File: src/source/cop_pkg.sv
package cop_pkg;

    // Datapath and register file sizing
    localparam int cop_xlen  = 32;
    localparam int cop_nregs = 16;
    localparam int cop_regw  = 4;     // Index into cop_nregs

    // --------------------------------------------------
    // Instruction classes
    localparam logic [2:0] cop_iclass_move    = 3'd1;
    localparam logic [2:0] cop_iclass_bitwise = 3'd2;
    localparam logic [2:0] cop_iclass_parith  = 3'd3;
    localparam logic [2:0] cop_iclass_twiddle = 3'd4;

    // Move class subclasses
    localparam logic [3:0] cop_sclass_cmov    = 4'd0;
    localparam logic [3:0] cop_sclass_cmovn   = 4'd1;
    localparam logic [3:0] cop_sclass_mv2cop  = 4'd2;

    // Bitwise class subclasses
    localparam logic [3:0] cop_sclass_lmix    = 4'd0;
    localparam logic [3:0] cop_sclass_hmix    = 4'd1;
    localparam logic [3:0] cop_sclass_bop     = 4'd2;
    localparam logic [3:0] cop_sclass_ins     = 4'd3;
    localparam logic [3:0] cop_sclass_ext     = 4'd4;
    localparam logic [3:0] cop_sclass_lli     = 4'd5;
    localparam logic [3:0] cop_sclass_lui     = 4'd6;

    // Twiddle class subclasses
    localparam logic [3:0] cop_sclass_twid_b  = 4'd0;
    localparam logic [3:0] cop_sclass_twid_n0 = 4'd1;
    localparam logic [3:0] cop_sclass_twid_n1 = 4'd2;
    localparam logic [3:0] cop_sclass_twid_c0 = 4'd3;
    localparam logic [3:0] cop_sclass_twid_c1 = 4'd4;
    localparam logic [3:0] cop_sclass_twid_c2 = 4'd5;
    localparam logic [3:0] cop_sclass_twid_c3 = 4'd6;

    // Packed arithmetic subclasses, no multiply
    localparam logic [3:0] cop_sclass_add     = 4'd0;
    localparam logic [3:0] cop_sclass_sub     = 4'd1;
    localparam logic [3:0] cop_sclass_sll     = 4'd2;
    localparam logic [3:0] cop_sclass_srl     = 4'd3;
    localparam logic [3:0] cop_sclass_rot     = 4'd4;
    localparam logic [3:0] cop_sclass_slli    = 4'd5;
    localparam logic [3:0] cop_sclass_srli    = 4'd6;
    localparam logic [3:0] cop_sclass_roti    = 4'd7;

    // Pack widths, lane width is 32 >> pw
    localparam logic [2:0] cop_pw_32 = 3'd0;
    localparam logic [2:0] cop_pw_16 = 3'd1;
    localparam logic [2:0] cop_pw_8  = 3'd2;
    localparam logic [2:0] cop_pw_4  = 3'd3;
    localparam logic [2:0] cop_pw_2  = 3'd4;

    // --------------------------------------------------
    typedef struct packed {
        logic [2:0]          iclass;
        logic [3:0]          subclass;
        logic [2:0]          pw;
        logic [cop_regw-1:0] rd, rs1, rs2, rs3;
        logic [cop_xlen-1:0] imm;
        logic [cop_xlen-1:0] gpr_rs1;   // Host GPR operand
    } cop_insn_t;

    // One bit per operation, at most one set
    typedef struct packed {
        logic cmov, cmovn, mv2cop;
        logic lmix, hmix, bop, ins, ext, lli, lui;
        logic twid_b, twid_n0, twid_n1, twid_c0, twid_c1, twid_c2, twid_c3;
        logic add, sub, sll, srl, rot, slli, srli, roti;
    } cop_opsel_t;

    typedef struct packed {
        cop_opsel_t          sel;
        logic [2:0]          pw;
        logic [cop_xlen-1:0] imm;
        logic [cop_xlen-1:0] gpr_rs1;
        logic [cop_regw-1:0] rd, rs1, rs2, rs3;
    } cop_op_t;

    typedef struct packed {
        logic [cop_regw-1:0]   rd;
        logic [cop_xlen/8-1:0] ben;    // Byte write enables
        logic [cop_xlen-1:0]   data;
    } cop_result_t;

endpackage

File: src/source/cop_writeback.sv
`timescale 1ns/100ps

module cop_writeback (
    input  logic                          g_clk,
    input  logic                          arst_n,
    input  cop_pkg::cop_op_t              op,        // Read indices only
    input  cop_pkg::cop_result_t          wb,
    input  logic                          op_valid,
    output logic [cop_pkg::cop_xlen-1:0]  rs1_data,
    output logic [cop_pkg::cop_xlen-1:0]  rs2_data,
    output logic [cop_pkg::cop_xlen-1:0]  rs3_data,
    output logic                          result_valid,
    output cop_pkg::cop_result_t          result
);
    import cop_pkg::*;

    logic [cop_xlen-1:0] regs [cop_nregs];

    // --------------------------------------------------
    // Register file, byte-enabled write
    always_ff @(posedge g_clk or negedge arst_n) begin
        if (!arst_n) begin
            for (int r = 0; r < cop_nregs; r++) begin
                regs[r] <= '0;
            end
        end else begin
            for (int b = 0; b < cop_xlen/8; b++) begin
                if (wb.ben[b]) regs[wb.rd][8*b +: 8] <= wb.data[8*b +: 8];
            end
        end
    end

    // Combinational reads, write lands before next op
    assign rs1_data = regs[op.rs1];
    assign rs2_data = regs[op.rs2];
    assign rs3_data = regs[op.rs3];   // rd slot for read-modify ops

    // --------------------------------------------------
    // Result strobe, same edge as the commit
    always_ff @(posedge g_clk or negedge arst_n) begin
        if (!arst_n) begin
            result_valid <= 1'b0;
            result       <= '0;
        end else begin
            result_valid <= op_valid;
            if (op_valid) result <= wb;   // Last result held otherwise
        end
    end

    // No write may come from an idle PALU
    a_ben_idle: assert property (@(posedge g_clk) disable iff (!arst_n)
        !op_valid |-> wb.ben == '0)
        else $error("cop_writeback: byte enables set with no valid op");

endmodule

File: config.mk
export PLATFORM = sky130hd
export DESIGN_NAME = cop_writeback
export DESIGN_NICKNAME = d
export VERILOG_FILES = /design/src/source/cop_pkg.sv /design/src/source/cop_writeback.sv
export SDC_FILE = /design/constraint.sdc
export NUM_CORES = 1
export LEC_CHECK = 0
export ABC_CLOCK_PERIOD_IN_PS = 2400
export BUFFER_PORTS_ARGS = -buffer_cell sky130_fd_sc_hd__buf_2
export CAP_MARGIN = 0
export CORE_AREA = 2 2 269 191
export DETAILED_ROUTE_END_ITERATION = 8
export DIE_AREA = 0 0 271 193
export PLACE_DENSITY = 0.9
export SLEW_MARGIN = 30
export SYNTH_ARGS = -nofsm -noshare
export SYNTH_HDL_FRONTEND = slang
export SYNTH_SLANG_ARGS = --single-unit
export TNS_END_PERCENT = 10
File: constraint.sdc
create_clock -name g_clk -period 2.4 [get_ports g_clk]
set_clock_uncertainty 0.1 [all_clocks]
set_input_delay 0.12 -clock g_clk [delete_from_list [all_inputs] [get_ports g_clk]]
set_output_delay 0.12 -clock g_clk [all_outputs]
set_load 0.05 [all_outputs]
==> qor.yml <==
yosysUniqueCellTypes: 21
r2r_cells: 1
drv_cap: 0
fin_tns_setup_ns: -0.1332
yosys.area.top_type: "dfrtp_1"
antenna_found_initial: 3
setup_viol: 5
crit_path_max_fanout: 4
outcome: "finished, violations left"
initial_core_util_pct: 64.26
fin_nets: 2398
fill_cells: 2810
slew_headroom_pct: 54.18
die_y_um: 193
p_leak_nw: 15.13
fp-row-count: 69
powerDensity_mw_per_mm2: 895.8
viasPerCell: 7.655
synthXorXnorAreaFrac_pct: 0
coreArea_mm2: 0.04999
cp.required_ns: 2.18
syn_to_final_growth_pct: 15.13
max_stage_delay_ns: 0.52
end_kind: "output port"
rr_startpoint: "regs[171]"
synth_top_family_by_area: "multiplexers"
whs_path_depth: 2
grt_pass1_vias: 23589
criticalPathCategory: "flip-flop to output port"
crit_chain: "mux4_2 -> a22oi_2 -> nand2_1 -> buf_2"
synth_compound_area_share_pct: 4.487
clockBufferDepth: 3
ff2ff_setup_slack_ns: 1.44
yosysWarnings: 0
yosys.area_share.simple_pct: 3.852
worstHoldEndpoint: "result[38]"
syn_nets: 2204
fin_area_mm2: 0.03698
overflow: 0
routed_wl_um: 96000
yosys.area.top_type_share_pct: 43.08
period_minus_slack_ns: 2.462
vdd_drop_max_mv: 0.7984
track_usage_pct: 37.25
final_cell_mix: "dfrtp_1 (553), mux2_2 (538), mux4_2 (384), buf_2 (183), a22oi_1 (162)"
cts-root-buf: "clkbuf_16"
placed_cell_area_mm2: 0.03445
postSynthCellCount: 2053
cts.sinks: 553
fp.dieW_um: 271
synth_area_leaders: "dfrtp_1 (43%), mux4_2 (27%), mux2_2 (19%), a22oi_1 (4.5%), nor2_4 (1.5%)"
portBuffers: 191
ant_nets: 0
yosysSeqAreaShare_pct: 43.08
ctsHtreeMaxLevel: 2
cts_setup_buffers: 0
hold_path_startpoint: "wb[38]"
die_area_mm2: 0.05230
drtPass1Iterations: 5
hold_violations: 0
num_vias: 22704
crit_family: "multiplexers"
tightest_slew_ns: 0.6872
synth-seq-cells: 553
fmax_mhz: 406.2
path_buf_inv: 1
synth_area_mm2: 0.03212
drc_errors: 0
tritoncts: "done"
fin_ws_ns: -0.06211
violations: "negative setup slack"
clkTransAtPathRegs_ns: 0.07
wire_per_inst_um: 32.37
final_common_cell: "dfrtp_1"
numCtsBuffers: 55
drv_slew: 0
hp-class: "input pin to flip-flop"
pre_cts_slack_ns: 0.2359
synth.area.mux_share_pct: 46.28
pin_count: 288
cpMaxStageDelayCell: "mux4_2"
startpoint_type: "flip-flop"
r2r_end: "regs[171]"
synth_adder_area_share_pct: 0
clkLatencyLatePin_ns: 0.60
drive_gt1_share_pct: 60.96
hpwlAfterDp_um: 58570
grt_pass1_wl_um: 145300
gp_congestion: 0.8630
rsz0062_at_grt: "yes"
drtIter0Drc: 3021
syn_avg_cell_area_um2: 15.65
worstPathArrival_ns: 2.24
grt_max_degree: 92
fin_crit_sh_pct: 102.6
-- timing repair --
action,in CTS,in global routing
pin swaps,1,9
gates resized for setup,16,16
endpoints found under the setup margin,15,29
endpoints found under the hold margin,1100,0
hold buffers,43,0
cloned,0,0
-- cells by family (layout without fill, tap and decap cells) --
family	after synthesis	in the layout
AO/OA/AOI/OAI	192	192
buffers and inverters	177	414
flip-flops	553	553
multiplexers	936	936
other	0	2
AND/OR/NAND/NOR	195	195
-- power by group --
part	switching, W	internal (W)	leakage, nW	total (W)
Combinational	0.00503	0.00516	7.41	0.0102
Sequential	0.00216	0.0114	6.76	0.0136
Clock	0.00387	0.00550	0.955	0.00937
Total	0.0111	0.0221	15.1	0.0331
-- how the worst max path moves through the flow --
stage | startpoint | slack (ns) | to | cells past startpoint
after global routing | regs[393] | -0.07 | rs1_data[9] | 4
after global placement | op[0] | 0.25 | rs3_data[8] | 6
final | regs[393] | -0.06 | rs1_data[9] | 4
after CTS | regs[392] | 0.004 | rs2_data[8] | 4
after detailed placement | op[8] | 0.24 | rs1_data[9] | 6
after floorplan | op[8] | 0.51 | rs1_data[0] | 5
-- sequential cells by signal (all words and copies together), names as in the netlist --
signal,flops
result_valid,1
regs,512
result,40
-- cell type report --
class	count	area [um2]	area share (%)
Timing Repair Buffer	314	2582	6.984
Sequential cell	553	13840	37.42
Tap cell	674	843.3	2.280
Antenna cell	2	5.005	0.01353
Multi-Input combinational cell	1323	17770	48.05
Clock inverter	27	356.6	0.9643
Clock buffer	73	1587	4.290
-- synth_stat cells --
cell and instances:
a22oi_1 192, and2_1 3, buf_1 11, buf_2 42
buf_4 6, clkbuf_1 118, dfrtp_1 553, mux2_1 14
mux2_2 538, mux4_2 384, nand2_1 109, nand2b_1 2
nand3_1 3, nand3_2 5, nand3b_2 8, nor2_1 4
nor2_2 4, nor2_4 44, nor2b_1 8, nor3b_2 4
or2_2 1
-- metrics by stage --
| stage | hold slack [ns] | total power, W | std cells | utilization [%] |
|---|---|---|---|---|
| after floorplan | -0.2756 | 0.02049 | 2053 | - |
| after global placement | 0.01391 | 0.02260 | 2821 | 68.91 |
| after detailed placement | 0.01708 | 0.02337 | 2821 | 68.91 |
| after CTS | 0.02326 | 0.03292 | 2964 | 73.81 |
| after global routing | 0.05250 | 0.03422 | 2964 | 73.97 |
| final | 0.03886 | 0.03313 | 2966 | 73.98 |
-- metal layers --
layer | share of wire, % | wire length [um] | GRT usage (%) | vias up
met1 | 36 | 34240 | 49.22 | 11814
met2 | 47 | 45100 | 57.39 | 1829
met3 | 12 | 11920 | 11.36 | 411
li1 | - | - | - | 8648
met4 | 4.9 | 4727 | 18.17 | 2
met5 | 0.014 | 13 | 0 | -
Note: power is estimated with default switching activity, not from simulation.
