File: config.mk
export PLATFORM = sky130hd
export DESIGN_NAME = cop_issue
export DESIGN_NICKNAME = d
export VERILOG_FILES = /design/src/source/cop_pkg.sv /design/src/source/cop_issue.sv
export SDC_FILE = /design/constraint.sdc
export NUM_CORES = 1
export LEC_CHECK = 0
export ABC_AREA = 1
export BUFFER_PORTS_ARGS = -buffer_cell sky130_fd_sc_hd__buf_2
export CAP_MARGIN = 20
export CORE_MARGIN = 3
export CORE_UTILIZATION = 45
export CTS_CLUSTER_SIZE = 10
export DETAILED_ROUTE_END_ITERATION = 16
export GPL_ROUTABILITY_DRIVEN = 0
export GPL_TIMING_DRIVEN = 0
export PLACE_DENSITY = 0.78
export SLEW_MARGIN = 10
export SYNTH_ARGS = -nofsm -noshare
export SYNTH_HDL_FRONTEND = slang
export SYNTH_SLANG_ARGS = --single-unit
export TNS_END_PERCENT = 1
File: constraint.sdc
create_clock -name g_clk -period 0.8 [get_ports g_clk]
set_input_delay 0.16 -clock g_clk [delete_from_list [all_inputs] [get_ports g_clk]]
set_output_delay 0.16 -clock g_clk [all_outputs]
set_load 0.01 [all_outputs]
File: src/source/cop_pkg.sv
package cop_pkg;

    // Datapath and register file sizing
    localparam int cop_xlen  = 32;
    localparam int cop_nregs = 16;
    localparam int cop_regw  = 4;     // Index into cop_nregs

    // --------------------------------------------------
    // Instruction classes
    localparam logic [2:0] cop_iclass_move    = 3'd1;
    localparam logic [2:0] cop_iclass_bitwise = 3'd2;
    localparam logic [2:0] cop_iclass_parith  = 3'd3;
    localparam logic [2:0] cop_iclass_twiddle = 3'd4;

    // Move class subclasses
    localparam logic [3:0] cop_sclass_cmov    = 4'd0;
    localparam logic [3:0] cop_sclass_cmovn   = 4'd1;
    localparam logic [3:0] cop_sclass_mv2cop  = 4'd2;

    // Bitwise class subclasses
    localparam logic [3:0] cop_sclass_lmix    = 4'd0;
    localparam logic [3:0] cop_sclass_hmix    = 4'd1;
    localparam logic [3:0] cop_sclass_bop     = 4'd2;
    localparam logic [3:0] cop_sclass_ins     = 4'd3;
    localparam logic [3:0] cop_sclass_ext     = 4'd4;
    localparam logic [3:0] cop_sclass_lli     = 4'd5;
    localparam logic [3:0] cop_sclass_lui     = 4'd6;

    // Twiddle class subclasses
    localparam logic [3:0] cop_sclass_twid_b  = 4'd0;
    localparam logic [3:0] cop_sclass_twid_n0 = 4'd1;
    localparam logic [3:0] cop_sclass_twid_n1 = 4'd2;
    localparam logic [3:0] cop_sclass_twid_c0 = 4'd3;
    localparam logic [3:0] cop_sclass_twid_c1 = 4'd4;
    localparam logic [3:0] cop_sclass_twid_c2 = 4'd5;
    localparam logic [3:0] cop_sclass_twid_c3 = 4'd6;

    // Packed arithmetic subclasses, no multiply
    localparam logic [3:0] cop_sclass_add     = 4'd0;
    localparam logic [3:0] cop_sclass_sub     = 4'd1;
    localparam logic [3:0] cop_sclass_sll     = 4'd2;
    localparam logic [3:0] cop_sclass_srl     = 4'd3;
    localparam logic [3:0] cop_sclass_rot     = 4'd4;
    localparam logic [3:0] cop_sclass_slli    = 4'd5;
    localparam logic [3:0] cop_sclass_srli    = 4'd6;
    localparam logic [3:0] cop_sclass_roti    = 4'd7;

    // Pack widths, lane width is 32 >> pw
    localparam logic [2:0] cop_pw_32 = 3'd0;
    localparam logic [2:0] cop_pw_16 = 3'd1;
    localparam logic [2:0] cop_pw_8  = 3'd2;
    localparam logic [2:0] cop_pw_4  = 3'd3;
    localparam logic [2:0] cop_pw_2  = 3'd4;

    // --------------------------------------------------
    typedef struct packed {
        logic [2:0]          iclass;
        logic [3:0]          subclass;
        logic [2:0]          pw;
        logic [cop_regw-1:0] rd, rs1, rs2, rs3;
        logic [cop_xlen-1:0] imm;
        logic [cop_xlen-1:0] gpr_rs1;   // Host GPR operand
    } cop_insn_t;

    // One bit per operation, at most one set
    typedef struct packed {
        logic cmov, cmovn, mv2cop;
        logic lmix, hmix, bop, ins, ext, lli, lui;
        logic twid_b, twid_n0, twid_n1, twid_c0, twid_c1, twid_c2, twid_c3;
        logic add, sub, sll, srl, rot, slli, srli, roti;
    } cop_opsel_t;

    typedef struct packed {
        cop_opsel_t          sel;
        logic [2:0]          pw;
        logic [cop_xlen-1:0] imm;
        logic [cop_xlen-1:0] gpr_rs1;
        logic [cop_regw-1:0] rd, rs1, rs2, rs3;
    } cop_op_t;

    typedef struct packed {
        logic [cop_regw-1:0]   rd;
        logic [cop_xlen/8-1:0] ben;    // Byte write enables
        logic [cop_xlen-1:0]   data;
    } cop_result_t;

endpackage

File: src/source/cop_issue.sv
`timescale 1ns/100ps

module cop_issue (
    input  logic               g_clk,
    input  logic               arst_n,
    input  logic               issue_valid,
    input  cop_pkg::cop_insn_t issue,
    output logic               op_valid,
    output cop_pkg::cop_op_t   op
);
    import cop_pkg::*;

    logic       c_mov, c_bw, c_pa, c_tw;   // Class hits
    logic [3:0] sc;
    cop_op_t    dec_op;

    assign c_mov = issue.iclass == cop_iclass_move;
    assign c_bw  = issue.iclass == cop_iclass_bitwise;
    assign c_pa  = issue.iclass == cop_iclass_parith;
    assign c_tw  = issue.iclass == cop_iclass_twiddle;
    assign sc    = issue.subclass;

    // Unknown class or subclass leaves sel all zero
    always_comb begin
        dec_op             = '0;
        dec_op.sel.cmov    = c_mov && sc == cop_sclass_cmov;
        dec_op.sel.cmovn   = c_mov && sc == cop_sclass_cmovn;
        dec_op.sel.mv2cop  = c_mov && sc == cop_sclass_mv2cop;
        dec_op.sel.lmix    = c_bw  && sc == cop_sclass_lmix;
        dec_op.sel.hmix    = c_bw  && sc == cop_sclass_hmix;
        dec_op.sel.bop     = c_bw  && sc == cop_sclass_bop;
        dec_op.sel.ins     = c_bw  && sc == cop_sclass_ins;
        dec_op.sel.ext     = c_bw  && sc == cop_sclass_ext;
        dec_op.sel.lli     = c_bw  && sc == cop_sclass_lli;
        dec_op.sel.lui     = c_bw  && sc == cop_sclass_lui;
        dec_op.sel.twid_b  = c_tw  && sc == cop_sclass_twid_b;
        dec_op.sel.twid_n0 = c_tw  && sc == cop_sclass_twid_n0;
        dec_op.sel.twid_n1 = c_tw  && sc == cop_sclass_twid_n1;
        dec_op.sel.twid_c0 = c_tw  && sc == cop_sclass_twid_c0;
        dec_op.sel.twid_c1 = c_tw  && sc == cop_sclass_twid_c1;
        dec_op.sel.twid_c2 = c_tw  && sc == cop_sclass_twid_c2;
        dec_op.sel.twid_c3 = c_tw  && sc == cop_sclass_twid_c3;
        dec_op.sel.add     = c_pa  && sc == cop_sclass_add;
        dec_op.sel.sub     = c_pa  && sc == cop_sclass_sub;
        dec_op.sel.sll     = c_pa  && sc == cop_sclass_sll;
        dec_op.sel.srl     = c_pa  && sc == cop_sclass_srl;
        dec_op.sel.rot     = c_pa  && sc == cop_sclass_rot;
        dec_op.sel.slli    = c_pa  && sc == cop_sclass_slli;
        dec_op.sel.srli    = c_pa  && sc == cop_sclass_srli;
        dec_op.sel.roti    = c_pa  && sc == cop_sclass_roti;
        dec_op.pw          = issue.pw;
        dec_op.imm         = issue.imm;
        dec_op.gpr_rs1     = issue.gpr_rs1;
        dec_op.rd          = issue.rd;
        dec_op.rs1         = issue.rs1;
        dec_op.rs2         = issue.rs2;
        dec_op.rs3         = issue.rs3;
    end

    always_ff @(posedge g_clk or negedge arst_n) begin
        if (!arst_n) begin
            op_valid <= 1'b0;
            op       <= '0;
        end else begin
            op_valid <= issue_valid;          // Valid for one cycle after capture
            if (issue_valid) op <= dec_op;    // Held between strobes
        end
    end

    a_op_onehot: assert property (@(posedge g_clk) disable iff (!arst_n)
        op_valid |-> $onehot0(op.sel))
        else $error("cop_issue: more than one operation selected");

endmodule

==> reports/metrics.yaml <==
fin_area_sq_um: 6350
drt-pass1-iter-count: 5
cellPowerDensity_nw_per_um2: 1770
cts_tree: "done"
antenna_found_initial: 0
grt_most_used_layer: "met2"
seq_area_frac_synth_pct: 64.0
outcome: "finished, violations left"
layout.cells.non_filler: 877
ir_drop_mv: 1.02
wirelength_mm: 12.0
cts_made_buffers: 9
htree_levels: 3
die_h_um: 103
maxSlewViolCount: 0
detail-route-antenna-nets: 0
drcViolationCount: 0
viasPerCell: 4.60
grt_pass1_vias: 4017
io_buffers: 201
grt_max_degree: 62
globalRouteMet2Util_pct: 37.8
yosysUniqueCellTypes: 17
synth.most_common_cell: "nand2_1"
routed-via-count: 4038
final_hold_viol_count: 48
async_flop_share_pct: 100
syn_to_final_growth_pct: 48.9
cp-end-kind: "output pin"
violations: "negative hold slack, negative setup slack"
cts_hold_buffers: 48
fin_skew_ns: 0
hold_path_class: "in2async"
cts_root_buffer: "clkbuf_8"
synth_top_area_cell: "dfrtp_1"
avgRoutedWirePerCell_um: 13.7
cp_max_fo: 2
syn_area_per_cell_sq_um: 8.79
drt_iter0_markers: 130
worst_pin_slew_ns: 0.469
n_antenna_cell: 0
grt_use_met1_pct: 26.4
crit_arrival_ns: 0.91
grt_pass1_wl_mm: 18.4
yosys_warnings: 0
grt_overflow: 0
dp.cells: 813
fin_crit_ns: 1.07
rsz0062_at_grt: "true"
track_usage_pct: 21.8
num_rows: 34
synthCells: 485
synth-edff-count: 0
max_freq_ghz: 0.936
fin_nets: 839
fp.dieW_um: 103
slew_headroom_pct: 68.7
synth.area.top_cells: "dfrtp_1, nand2_1, buf_2"
start_util_pct: 47.5
syn_nets: 578
maxCapViolations: 0
syn-cell-area_sq_um: 4260
fin_util_pct: 70.8
cts_max_path_buffers: 2
cp_slowest_cell: "dfrtp_1"
cp.required_ns: 0.64
core_sq_um: 8980
place_area_sq_um: 5460
cts.sinks: 109
whs_ns: -0.275
setup_slack_ns: -0.268
yosysTopAreaCellShare_pct: 64.0
crit_type: "reg2out"
clk_latency_ns: 0.34
ys.flop_type: "dfrtp_1"
finalCritPeriodShare_pct: 134
dieArea_sq_um: 10700
crit_path_max_incr_delay_ns: 0.42
clk_pin_slew_ns: 0.11
layout-drive-gt1-share_pct: 33.2
finalSetupViolations: 109
ioPinCount: 202
path_buf_inv: 1
cp-start-kind: "flop"
gr-usage-met3_pct: 5.30
place_hpwl_mm: 8.17
path_cells: "buf_6"
synthTopCellsByCount: "nand2_1, dfrtp_1, buf_2"
p_leak_nw: 3.66
finalPower_w: 0.0112
ys_ff_latch: 109
path_delay_family: "flip-flops"
==> layer usage <==
layer | up-vias | routed length (um)
li1 | 1983 | -
met1 | 1868 | 4840
met2 | 170 | 6070
met3 | 17 | 889
met4 | 0 | 204
met5 | - | 0
==> cell usage in the layout (no fill, tap or decap) <==
master,netlist,final
clkbuf_1,0,1
clkbuf_8,0,11
nand3_1,3,3
inv_1,6,6
dfrtp_1,109,109
nor2_1,14,14
buf_6,4,40
o21ai_0,3,3
clkinv_4,0,2
clkinvlp_4,0,2
inv_4,1,1
buf_16,0,1
o21ai_2,5,5
buf_2,15,179
nand3_2,1,1
nand2_2,1,1
o21ai_1,1,1
nand2_4,1,1
buf_4,2,3
nor3_1,1,1
nor2_4,2,2
nand2_1,316,316
dlygate4sd3_1,0,48
==> what timing repair did <==
item / CTS / global route
setup buffers: 0 / 0
endpoints found under the setup margin: 109 / 109
gates resized for setup: 7 / 28
cloned: 0 / 0
hold endpoints to repair: 96 / 48
==> sequential cells by signal, summed over array words and instances, names as in the netlist <==
signal and count:
op 108, op_valid 1
==> final cells by class <==
class	instances	area (sq um)
flip-flops and latches	109	2730
clock buffers	12	155
inverters	7	28.8
well taps	126	158
clock inverters	4	32.5
fillers	676	2630
plain buffers	21	138
repair buffers	250	1740
multi-input cells	348	1370
==> logic make-up after synthesis <==
| kind of cell | after synthesis | share of synthesized area, % |
|---|---|---|
| buf+inv | 28 | 3.84 |
| compound gates | 9 | 1.50 |
| flops | 109 | 64.0 |
| simple gates | 339 | 30.7 |
==> path summary, 6_finish.rpt <==
check	startpoint	endpoint	slack [ns]	depth (start not counted)
worst max-delay path	op[47]	op[47]	-0.27	1
worst min-delay path	arst_n	op[37]	-0.27	1
worst max register to register	op[78]	op[78]	0.13	2
worst min register to register	op[66]	op[66]	0.48	2
max in group asynchronous	arst_n	op[70]	0.41	2
min in group g_clk	issue[37]	op[53]	0.02	3
==> per-stage QoR <==
stage / TNS, ns / setup slack (ns)
6_report: -26.34 / -0.268
5_1_grt: -31.39 / -0.319
4_1_cts: -28.91 / -0.289
3_5_place_dp: -22.53 / -0.282
3_3_place_gp: -193.54 / -1.59
2_1_floorplan: -0.0323 / -0.00161
==> power breakdown <==
group          leakage (nW)  total (W)  switching (W)  internal (W)
Sequential             1.37    0.00613       0.000241       0.00589
Combinational          2.20    0.00199        0.00103      0.000966
Clock                0.0888    0.00312        0.00180       0.00132
Total                  3.66     0.0112        0.00307       0.00817
(Power assumes the default switching activity.)
